## src/design/exec_cfg.svh

```systemverilog
`ifndef EXEC_CFG_SVH
`define EXEC_CFG_SVH

// Data and address width
`define EXEC_XLEN 32

// Architectural register count
`define EXEC_REGS 32

// Shift amount field width
`define EXEC_SHAMT_W 5

`endif

```

## src/design/execPkg.sv

```systemverilog
package execPkg;

    // ALU operation, funct7[5] on top of funct3
    typedef enum logic [3:0] {
        aluAdd  = 4'b0000,
        aluSll  = 4'b0001,
        aluSlt  = 4'b0010,
        aluSltu = 4'b0011,
        aluXor  = 4'b0100,
        aluSrl  = 4'b0101,
        aluOr   = 4'b0110,
        aluAnd  = 4'b0111,
        aluSub  = 4'b1000,
        aluSra  = 4'b1101
    } aluOpT;

    // Immediate layouts
    typedef enum logic [1:0] {
        immI = 2'd0,
        immU = 2'd1,
        immB = 2'd2
    } immKindT;

    // Operand A source
    typedef enum logic [1:0] {
        srcReg  = 2'd0,
        srcPc   = 2'd1,
        srcZero = 2'd2
    } srcAT;

endpackage

```

## src/design/rvIsaPkg.sv

```systemverilog
package rvIsaPkg;

    // Major opcodes handled by the execute unit
    typedef enum logic [6:0] {
        opcOp     = 7'b0110011,
        opcOpImm  = 7'b0010011,
        opcLui    = 7'b0110111,
        opcAuipc  = 7'b0010111,
        opcBranch = 7'b1100011
    } opcodeT;

    // Arithmetic and branch codes share values, so plain named constants
    typedef logic [2:0] funct3T;

    // OP and OP-IMM
    localparam funct3T f3AddSub = 3'b000;
    localparam funct3T f3Sll    = 3'b001;
    localparam funct3T f3Slt    = 3'b010;
    localparam funct3T f3Sltu   = 3'b011;
    localparam funct3T f3Xor    = 3'b100;
    localparam funct3T f3SrlSra = 3'b101;
    localparam funct3T f3Or     = 3'b110;
    localparam funct3T f3And    = 3'b111;

    // BRANCH
    localparam funct3T f3Beq  = 3'b000;
    localparam funct3T f3Bne  = 3'b001;
    localparam funct3T f3Blt  = 3'b100;
    localparam funct3T f3Bge  = 3'b101;
    localparam funct3T f3Bltu = 3'b110;
    localparam funct3T f3Bgeu = 3'b111;

endpackage

```

## src/design/aluCore.sv

```systemverilog
`timescale 1ns/1ps
`include "exec_cfg.svh"

module aluCore (
    input  logic [`EXEC_XLEN-1:0] a,
    input  logic [`EXEC_XLEN-1:0] b,
    input  execPkg::aluOpT        aluOp,
    output logic [`EXEC_XLEN-1:0] result
);

    logic [`EXEC_SHAMT_W-1:0] shamt;
    logic                     ltSigned;
    logic                     ltUnsigned;

    // Only the low bits of b count as shift amount
    assign shamt      = b[`EXEC_SHAMT_W-1:0];
    assign ltSigned   = $signed(a) < $signed(b);
    assign ltUnsigned = a < b;

    always_comb begin
        case (aluOp)
            execPkg::aluAdd:  result = a + b;
            execPkg::aluSub:  result = a - b;
            execPkg::aluSll:  result = a << shamt;
            execPkg::aluSlt:  result = {{(`EXEC_XLEN-1){1'b0}}, ltSigned};
            execPkg::aluSltu: result = {{(`EXEC_XLEN-1){1'b0}}, ltUnsigned};
            execPkg::aluXor:  result = a ^ b;
            execPkg::aluSrl:  result = a >> shamt;
            // Sign bit fills from the left
            execPkg::aluSra:  result = $unsigned($signed(a) >>> shamt);
            execPkg::aluOr:   result = a | b;
            execPkg::aluAnd:  result = a & b;
            default:          result = '0;
        endcase
    end

endmodule

```

## src/design/branchUnit.sv

```systemverilog
`timescale 1ns/1ps
`include "exec_cfg.svh"

module branchUnit (
    input  logic [`EXEC_XLEN-1:0] rs1Val,
    input  logic [`EXEC_XLEN-1:0] rs2Val,
    input  logic [`EXEC_XLEN-1:0] pc,
    input  logic [`EXEC_XLEN-1:0] imm,
    input  rvIsaPkg::funct3T      funct3,
    output logic                  taken,
    output logic [`EXEC_XLEN-1:0] target
);

    logic isEq;
    logic isLt;
    logic isLtu;

    assign isEq  = rs1Val == rs2Val;
    assign isLt  = $signed(rs1Val) < $signed(rs2Val);
    assign isLtu = rs1Val < rs2Val;

    always_comb begin
        case (funct3)
            rvIsaPkg::f3Beq:  taken = isEq;
            rvIsaPkg::f3Bne:  taken = !isEq;
            rvIsaPkg::f3Blt:  taken = isLt;
            rvIsaPkg::f3Bge:  taken = !isLt;
            rvIsaPkg::f3Bltu: taken = isLtu;
            rvIsaPkg::f3Bgeu: taken = !isLtu;
            default:          taken = 1'b0;
        endcase
    end

    // Offset is already sign extended
    assign target = pc + imm;

endmodule

```

## src/design/execControl.sv

```systemverilog
`timescale 1ns/1ps
`include "exec_cfg.svh"

module execControl (
    input  logic                   instrValid,
    input  logic [`EXEC_XLEN-1:0]  instr,
    output execPkg::aluOpT         aluOp,
    output execPkg::immKindT       immKind,
    output execPkg::srcAT          srcA,
    output logic                   srcBImm,
    output logic                   isBranch,
    output logic                   writeEn,
    output logic                   illegal
);

    rvIsaPkg::opcodeT opcode;
    rvIsaPkg::funct3T funct3;
    logic [6:0]       funct7;
    logic             bad;

    assign opcode = rvIsaPkg::opcodeT'(instr[6:0]);
    assign funct3 = instr[14:12];
    // funct7 sits right above the shift amount field
    assign funct7 = instr[`EXEC_XLEN-1:20+`EXEC_SHAMT_W];

    always_comb begin
        aluOp    = execPkg::aluAdd;
        immKind  = execPkg::immI;
        srcA     = execPkg::srcReg;
        srcBImm  = 1'b0;
        isBranch = 1'b0;
        bad      = 1'b0;
        case (opcode)
            rvIsaPkg::opcOp: begin
                aluOp = execPkg::aluOpT'({funct7[5], funct3});
                // Only ADD/SUB and SRL/SRA accept the alternate funct7
                if (funct7 == 7'h20) begin
                    bad = (funct3 != rvIsaPkg::f3AddSub) && (funct3 != rvIsaPkg::f3SrlSra);
                end else begin
                    bad = (funct7 != 7'h00);
                end
            end
            rvIsaPkg::opcOpImm: begin
                srcBImm = 1'b1;
                if (funct3 == rvIsaPkg::f3SrlSra) begin
                    aluOp = execPkg::aluOpT'({funct7[5], funct3});
                    bad   = (funct7 != 7'h00) && (funct7 != 7'h20);
                end else if (funct3 == rvIsaPkg::f3Sll) begin
                    aluOp = execPkg::aluSll;
                    bad   = (funct7 != 7'h00);
                end else begin
                    // No SUBI, upper bits are immediate
                    aluOp = execPkg::aluOpT'({1'b0, funct3});
                end
            end
            rvIsaPkg::opcLui: begin
                srcA    = execPkg::srcZero;
                srcBImm = 1'b1;
                immKind = execPkg::immU;
            end
            rvIsaPkg::opcAuipc: begin
                srcA    = execPkg::srcPc;
                srcBImm = 1'b1;
                immKind = execPkg::immU;
            end
            rvIsaPkg::opcBranch: begin
                isBranch = 1'b1;
                immKind  = execPkg::immB;
                // funct3 010 and 011 are not defined for branches
                bad = (funct3 == rvIsaPkg::f3Slt) || (funct3 == rvIsaPkg::f3Sltu);
            end
            default: begin
                bad = 1'b1;
            end
        endcase
    end

    assign illegal = bad;
    assign writeEn = instrValid && !bad && !isBranch;

endmodule

```

## src/design/execUnit.sv

```systemverilog
`timescale 1ns/1ps
`include "exec_cfg.svh"

module execUnit (
    input  logic                  clk,
    input  logic                  arstN,
    input  logic                  instrValid,
    input  logic [`EXEC_XLEN-1:0] instr,
    input  logic [`EXEC_XLEN-1:0] pc,
    output logic                  resultValid,
    output logic [4:0]            rdIndex,
    output logic [`EXEC_XLEN-1:0] rdValue,
    output logic                  branchTaken,
    output logic [`EXEC_XLEN-1:0] branchTarget,
    output logic                  illegalOut
);

    execPkg::aluOpT        aluOp;
    execPkg::immKindT      immKind;
    execPkg::srcAT         srcA;
    logic                  srcBImm;
    logic                  isBranch;
    logic                  writeEn;
    logic                  illegal;
    logic [`EXEC_XLEN-1:0] imm;
    logic [`EXEC_XLEN-1:0] rs1Val;
    logic [`EXEC_XLEN-1:0] rs2Val;
    logic [`EXEC_XLEN-1:0] opA;
    logic [`EXEC_XLEN-1:0] opB;
    logic [`EXEC_XLEN-1:0] aluResult;
    logic                  brTaken;
    logic [`EXEC_XLEN-1:0] brTarget;

    execControl u_execControl (
        .instrValid (instrValid),
        .instr      (instr),
        .aluOp      (aluOp),
        .immKind    (immKind),
        .srcA       (srcA),
        .srcBImm    (srcBImm),
        .isBranch   (isBranch),
        .writeEn    (writeEn),
        .illegal    (illegal)
    );

    immGen u_immGen (
        .instr   (instr),
        .immKind (immKind),
        .imm     (imm)
    );

    regFile u_regFile (
        .clk     (clk),
        .arstN   (arstN),
        .rs1Idx  (instr[19:15]),
        .rs2Idx  (instr[24:20]),
        .rdIdx   (instr[11:7]),
        .writeEn (writeEn),
        .rdData  (aluResult),
        .rs1Val  (rs1Val),
        .rs2Val  (rs2Val)
    );

    // Operand muxes
    always_comb begin
        case (srcA)
            execPkg::srcPc:   opA = pc;
            execPkg::srcZero: opA = '0;
            default:          opA = rs1Val;
        endcase
    end

    assign opB = srcBImm ? imm : rs2Val;

    aluCore u_aluCore (
        .a      (opA),
        .b      (opB),
        .aluOp  (aluOp),
        .result (aluResult)
    );

    branchUnit u_branchUnit (
        .rs1Val (rs1Val),
        .rs2Val (rs2Val),
        .pc     (pc),
        .imm    (imm),
        .funct3 (instr[14:12]),
        .taken  (brTaken),
        .target (brTarget)
    );

    // Retire stage, one cycle after acceptance
    always_ff @(posedge clk or negedge arstN) begin
        if (!arstN) begin
            resultValid  <= 1'b0;
            branchTaken  <= 1'b0;
            illegalOut   <= 1'b0;
            rdIndex      <= '0;
            rdValue      <= '0;
            branchTarget <= '0;
        end else begin
            resultValid <= instrValid;
            branchTaken <= instrValid && isBranch && !illegal && brTaken;
            illegalOut  <= instrValid && illegal;
            if (instrValid) begin
                // Branches and illegal opcodes report no destination
                rdIndex      <= writeEn ? instr[11:7] : 5'd0;
                rdValue      <= writeEn ? aluResult : '0;
                branchTarget <= isBranch ? brTarget : '0;
            end
        end
    end

endmodule

```

## src/design/immGen.sv

```systemverilog
`timescale 1ns/1ps
`include "exec_cfg.svh"

module immGen (
    input  logic [`EXEC_XLEN-1:0] instr,
    input  execPkg::immKindT      immKind,
    output logic [`EXEC_XLEN-1:0] imm
);

    logic [`EXEC_XLEN-1:0] immIVal;
    logic [`EXEC_XLEN-1:0] immUVal;
    logic [`EXEC_XLEN-1:0] immBVal;

    // 12-bit signed, bits 31:20
    assign immIVal = {{(`EXEC_XLEN-12){instr[31]}}, instr[31:20]};

    // Upper 20 bits, low 12 zero
    assign immUVal = {instr[31:12], 12'b0};

    // 13-bit signed offset, always even
    assign immBVal = {{(`EXEC_XLEN-13){instr[31]}}, instr[31], instr[7],
                      instr[30:25], instr[11:8], 1'b0};

    always_comb begin
        case (immKind)
            execPkg::immU: imm = immUVal;
            execPkg::immB: imm = immBVal;
            default:       imm = immIVal;
        endcase
    end

endmodule

```

## src/design/regFile.sv

```systemverilog
`timescale 1ns/1ps
`include "exec_cfg.svh"

module regFile (
    input  logic                  clk,
    input  logic                  arstN,
    input  logic [4:0]            rs1Idx,
    input  logic [4:0]            rs2Idx,
    input  logic [4:0]            rdIdx,
    input  logic                  writeEn,
    input  logic [`EXEC_XLEN-1:0] rdData,
    output logic [`EXEC_XLEN-1:0] rs1Val,
    output logic [`EXEC_XLEN-1:0] rs2Val
);

    logic [`EXEC_XLEN-1:0] regs [`EXEC_REGS];

    always_ff @(posedge clk or negedge arstN) begin
        if (!arstN) begin
            for (int i = 0; i < `EXEC_REGS; i++) begin
                regs[i] <= '0;
            end
        end else if (writeEn && (rdIdx != 5'd0)) begin
            // x0 never leaves its reset value
            regs[rdIdx] <= rdData;
        end
    end

    // Combinational reads see a write one edge after it lands
    assign rs1Val = regs[rs1Idx];
    assign rs2Val = regs[rs2Idx];

endmodule

```

## config.mk

```make
export PLATFORM = sky130hd
export DESIGN_NAME = execUnit
export DESIGN_NICKNAME = d
export VERILOG_FILES = /design/src/design/execPkg.sv /design/src/design/rvIsaPkg.sv /design/src/design/aluCore.sv /design/src/design/branchUnit.sv /design/src/design/execControl.sv /design/src/design/execUnit.sv /design/src/design/immGen.sv /design/src/design/regFile.sv
export VERILOG_INCLUDE_DIRS = /design/src /design/src/design
export SDC_FILE = /design/constraint.sdc
export NUM_CORES = 2
export LEC_CHECK = 0
export CAP_MARGIN = 15
export CELL_PAD_IN_SITES_DETAIL_PLACEMENT = 1
export CELL_PAD_IN_SITES_GLOBAL_PLACEMENT = 1
export CORE_MARGIN = 2
export CORE_UTILIZATION = 44
export CTS_BUF_LIST = sky130_fd_sc_hd__clkbuf_2 sky130_fd_sc_hd__clkbuf_4 sky130_fd_sc_hd__clkbuf_8
export DETAILED_ROUTE_END_ITERATION = 8
export DONT_BUFFER_PORTS = 1
export PLACE_DENSITY_LB_ADDON = 0.05
export RECOVER_POWER = 50
export SYNTH_ARGS = -nofsm -noshare
export SYNTH_HDL_FRONTEND = slang
export SYNTH_HIERARCHICAL = 1
export SYNTH_SLANG_ARGS = --single-unit
export TNS_END_PERCENT = 50
```

## constraint.sdc

```tcl
create_clock -name clk -period 10.75 [get_ports clk]
set_clock_uncertainty 0.2 [all_clocks]
set_input_delay 0.5375 -clock clk [delete_from_list [all_inputs] [get_ports clk]]
set_output_delay 0.5375 -clock clk [all_outputs]
set_load 0.02 [all_outputs]
```

==> results.txt <==
DRT Pass-1 Iters: 5
Slew headroom: -336%
ANT nets after route: 0
vias: 56900
Critical Path AT: 10.14 ns
clock transition at the registers of the reported paths: 0.06 ns
CTS Buffer Depth: 3
total CTS buffers: 197
EDFF count, synth: 0
Final WS setup: 0.997 ns
Post-CTS Hold Fix Bufs: 68
unrepaired setup endpoints after global routing: false
Tightest Hold Check Type: in2reg
core footprint: 161000 um^2
Avg WL per Cell: 33.4 um
Comb pwr share: 24.8%
setup TNS: 0 ns
die span in x: 407 um
Design Area, Final: 77700 um^2
Synth-to-Final Area Change: 8.57%
R2R depth: 20
Max Slew Vio Count: 1243
cells along the critical path: mux2i_1 > a22o_1 > nor3_1 > a31oi_1 > nand3_1 > mux2_2 > buf_4 > inv_1 > buf_4 > ha_1 > o2111ai_1 > a311oi_1 > a41oi_1 > o31a_1 > o21bai_1 > o221a_2 > a21oi_1 > or3_1 > nand3_1 > o21ai_0
Initial Utilization: 44.4%
initial drt markers: 4851
routed vias/inst: 6.41
share of cells above drive strength 1: 24.5%
period utilization: 90.7%
CP max stage cell: mux2i_1
CTS tree: yes
DPL Wire Length: 180 mm
violated checks: capacitance limit, slew limit
CP Capture Type: register
port bufs: 0
Cell Int Power: 7550 uW
fmax: 103 MHz
post-synthesis cell area: 71600 um^2
largest stage delay on the critical path: 1.27 ns
FF-to-FF End: rdValue[26]
Final GP Congestion: 0.976
TritonCTS Sinks: 1096
post-layout net count: 6780
first-pass GRT wire length: 426 mm
ys flop type: dfrtp_1
vias in the first global route: 58300
CTS root buffer: clkbuf_8
register area: 27400 um^2
DR DRC count: 0
initial antenna violation count: 23
# setup viols final: 0
post-layout util: 48.2%
Crit path max-delay family: compound AO/OA/AOI/OAI gates
Placed Area: 72700 um^2
GRT Util Overall: 34.8%
area of the multi-input gates: 40300 um^2
CP Capture Point: rdValue[26]
Post-CTS Setup Repair Bufs: 0
critical path startpoint category: primary input
Hold Startpoint: instr[5]
Seq pwr share: 37.5%
Mapped Cells: 6731
Setup CP Type: in2reg
Cell Pwr Density: 147 nW/um^2
Sw Pwr: 3870 uW
CTS resizes: 0
largest net degree at the start of global routing: 515
Leakage Power: 0.0374 uW
post-synthesis async set-or-reset flop share: 100%
worst slack at placement: 2.98 ns
Max Cap Violations: 3
final hold vios: 0
placed cell count: 8439
Crit path depth: 20
synth unique cells: 101
die area: 166000 um^2
crit path launch: instr[21]
sequential area share after synthesis: 38.3%
status: complete, but fails checks
Layout Cells excl Fill: 8875
Syn. warnings: 6
reg2reg start: u_regFile/regs[931]
min cycle time layout: 9.75 ns
IO Count: 139
die height: 407 um
fillcell total: 17200
Reg2Reg Setup Slack: 3.54 ns
Switching Fraction: 33.9%
Slew @ Worst Pin: 6.54 ns
maximum vdd drop: 0.136 mV
CP Max Fanout: 514
CP Buf/Inv Count: 3
worst path required time: 11.14 ns
Post-Syn Nets: 6964
Rows: 147
syn_area_per_cell: 10.6 um^2
Clock Power Share: 37.6%
htree depth: 4
DRT Wirelength: 296 mm
Clock Latency Late Sink: 1.00 ns
register bit total from synthesis: 1096
GRT overflow: 0
metal layers:
layer / vias up / global-route usage (%) / wire [um]
met3: 536 / 6.18 / 18900
li1: 24300 / - / -
met2: 1954 / 54.2 / 133000
met5: - / 0 / 80
met1: 30000 / 47.8 / 131000
met4: 12 / 14.4 / 13100
state kept, by name, summed over array words and instances, names as in the netlist:
register        count
resultValid         1
branchTarget       32
rdValue            32
illegalOut          1
rdIndex             5
u_regFile/regs   1024
branchTaken         1
tightest hold or removal path, stage by stage:
cell	delay (ns)
a2111oi_0	0.06
or3_1	0.37
and4b_1	0.24
how the worst min path moves through the flow:
stage / cells past startpoint / to
2_1_floorplan: 0 / branchTaken
3_3_place_gp: 0 / rdValue[1]
3_5_place_dp: 0 / rdValue[1]
4_1_cts: 5 / branchTarget[3]
5_1_grt: 3 / u_regFile/regs[133]
6_report: 3 / branchTaken
final cells by class:
type                       instances  share of cell area [%]
tap                             2160                    3.48
sequential                      1096                    35.3
multi-input combinational       4810                    51.9
timing repair buffer             229                    2.72
clock inverter                    45                   0.522
inverter                         213                    1.03
antenna                           14                  0.0451
clock buffer                     308                    5.00
power groups by stage:
stage | Sequential, uW | Combinational (uW) | Clock [uW]
final | 4290 | 2840 | 4300
after global routing | 4290 | 2940 | 4600
after CTS | 4280 | 2720 | 4410
after detailed placement | 4360 | 2650 | 0
after global placement | 4350 | 2630 | 0
after floorplan | 4340 | 1730 | 0
cells in the mapped netlist (16+ instances only):
cell type  number  share of area [%]
a211oi_1       37               0.39
a21oi_1       346                2.4
clkbuf_1      281                1.5
mux2_2        977                 15
mux4_1         16               0.59
a31oi_1        81               0.71
o21ai_0       216                1.5
buf_2         160                1.1
mux2_1         52               0.82
buf_1          35               0.18
xnor2_1        37               0.45
dfrtp_1      1096                 38
o211ai_1       24               0.25
inv_1         208                1.1
a22o_1        137                1.7
o21bai_1       17               0.18
or3_1          17               0.15
nand3_1       294                2.1
buf_4          76               0.80
nor2b_1        38               0.33
nor2_4         16               0.25
ha_1          163                2.9
nor3_1        108               0.76
a22oi_1       199                2.1
nand4_1        18               0.16
o21ai_1        24               0.17
mux4_2         42                1.3
a211o_1        18               0.22
buf_6          58               0.91
nand2_1       391                2.1
nor2_1        190                1.0
mux2i_1      1050                 15
a21o_1         63               0.66
through the flow:
| stage | hold slack [ns] | total power (uW) |
|---|---|---|
| floorplan | 0.0419 | 6070 |
| detailed placement | 0.0443 | 7000 |
| global placement | 0.0442 | 6980 |
| finish | 0.0682 | 11400 |
| global route | 0.0744 | 11800 |
| CTS | 0.000262 | 11400 |
logic make-up after synthesis:
logic type               after synthesis  synth area share [%]
multiplexers                        2137                  32.8
AO/OA/AOI/OAI                       1288                  11.9
AND/OR/NAND/NOR                     1171                  7.77
flip-flops                          1096                  38.3
buffers and inverters                825                  5.66
adder cells (fa/ha/maj)              166                  2.93
XOR/XNOR                              48                 0.588
layout by cell type, fill, tap and decap left out, types with 15 or more instances in the layout:
cell,count
mux4_2,42
a21oi_1,345
inv_1,208
nor2_1,187
nand2_2,17
mux2_2,975
buf_4,145
clkbuf_4,57
clkinv_2,30
nand2_1,374
o21a_1,15
ha_1,162
mux4_1,16
dlygate4sd3_1,66
o21ai_0,199
dfrtp_1,1096
o21bai_1,17
nand4_1,18
a211oi_1,37
clkbuf_8,251
nor2_4,18
o21ai_1,29
a22o_1,137
a22oi_1,199
or3_1,17
nor3_1,106
a211o_1,18
a221oi_1,15
o211ai_1,24
xnor2_1,37
nor2b_1,34
mux2i_1,1050
a31oi_1,81
nand3_1,294
a21o_1,63
mux2_1,52
Note: power is estimated with default switching activity, not from simulation.
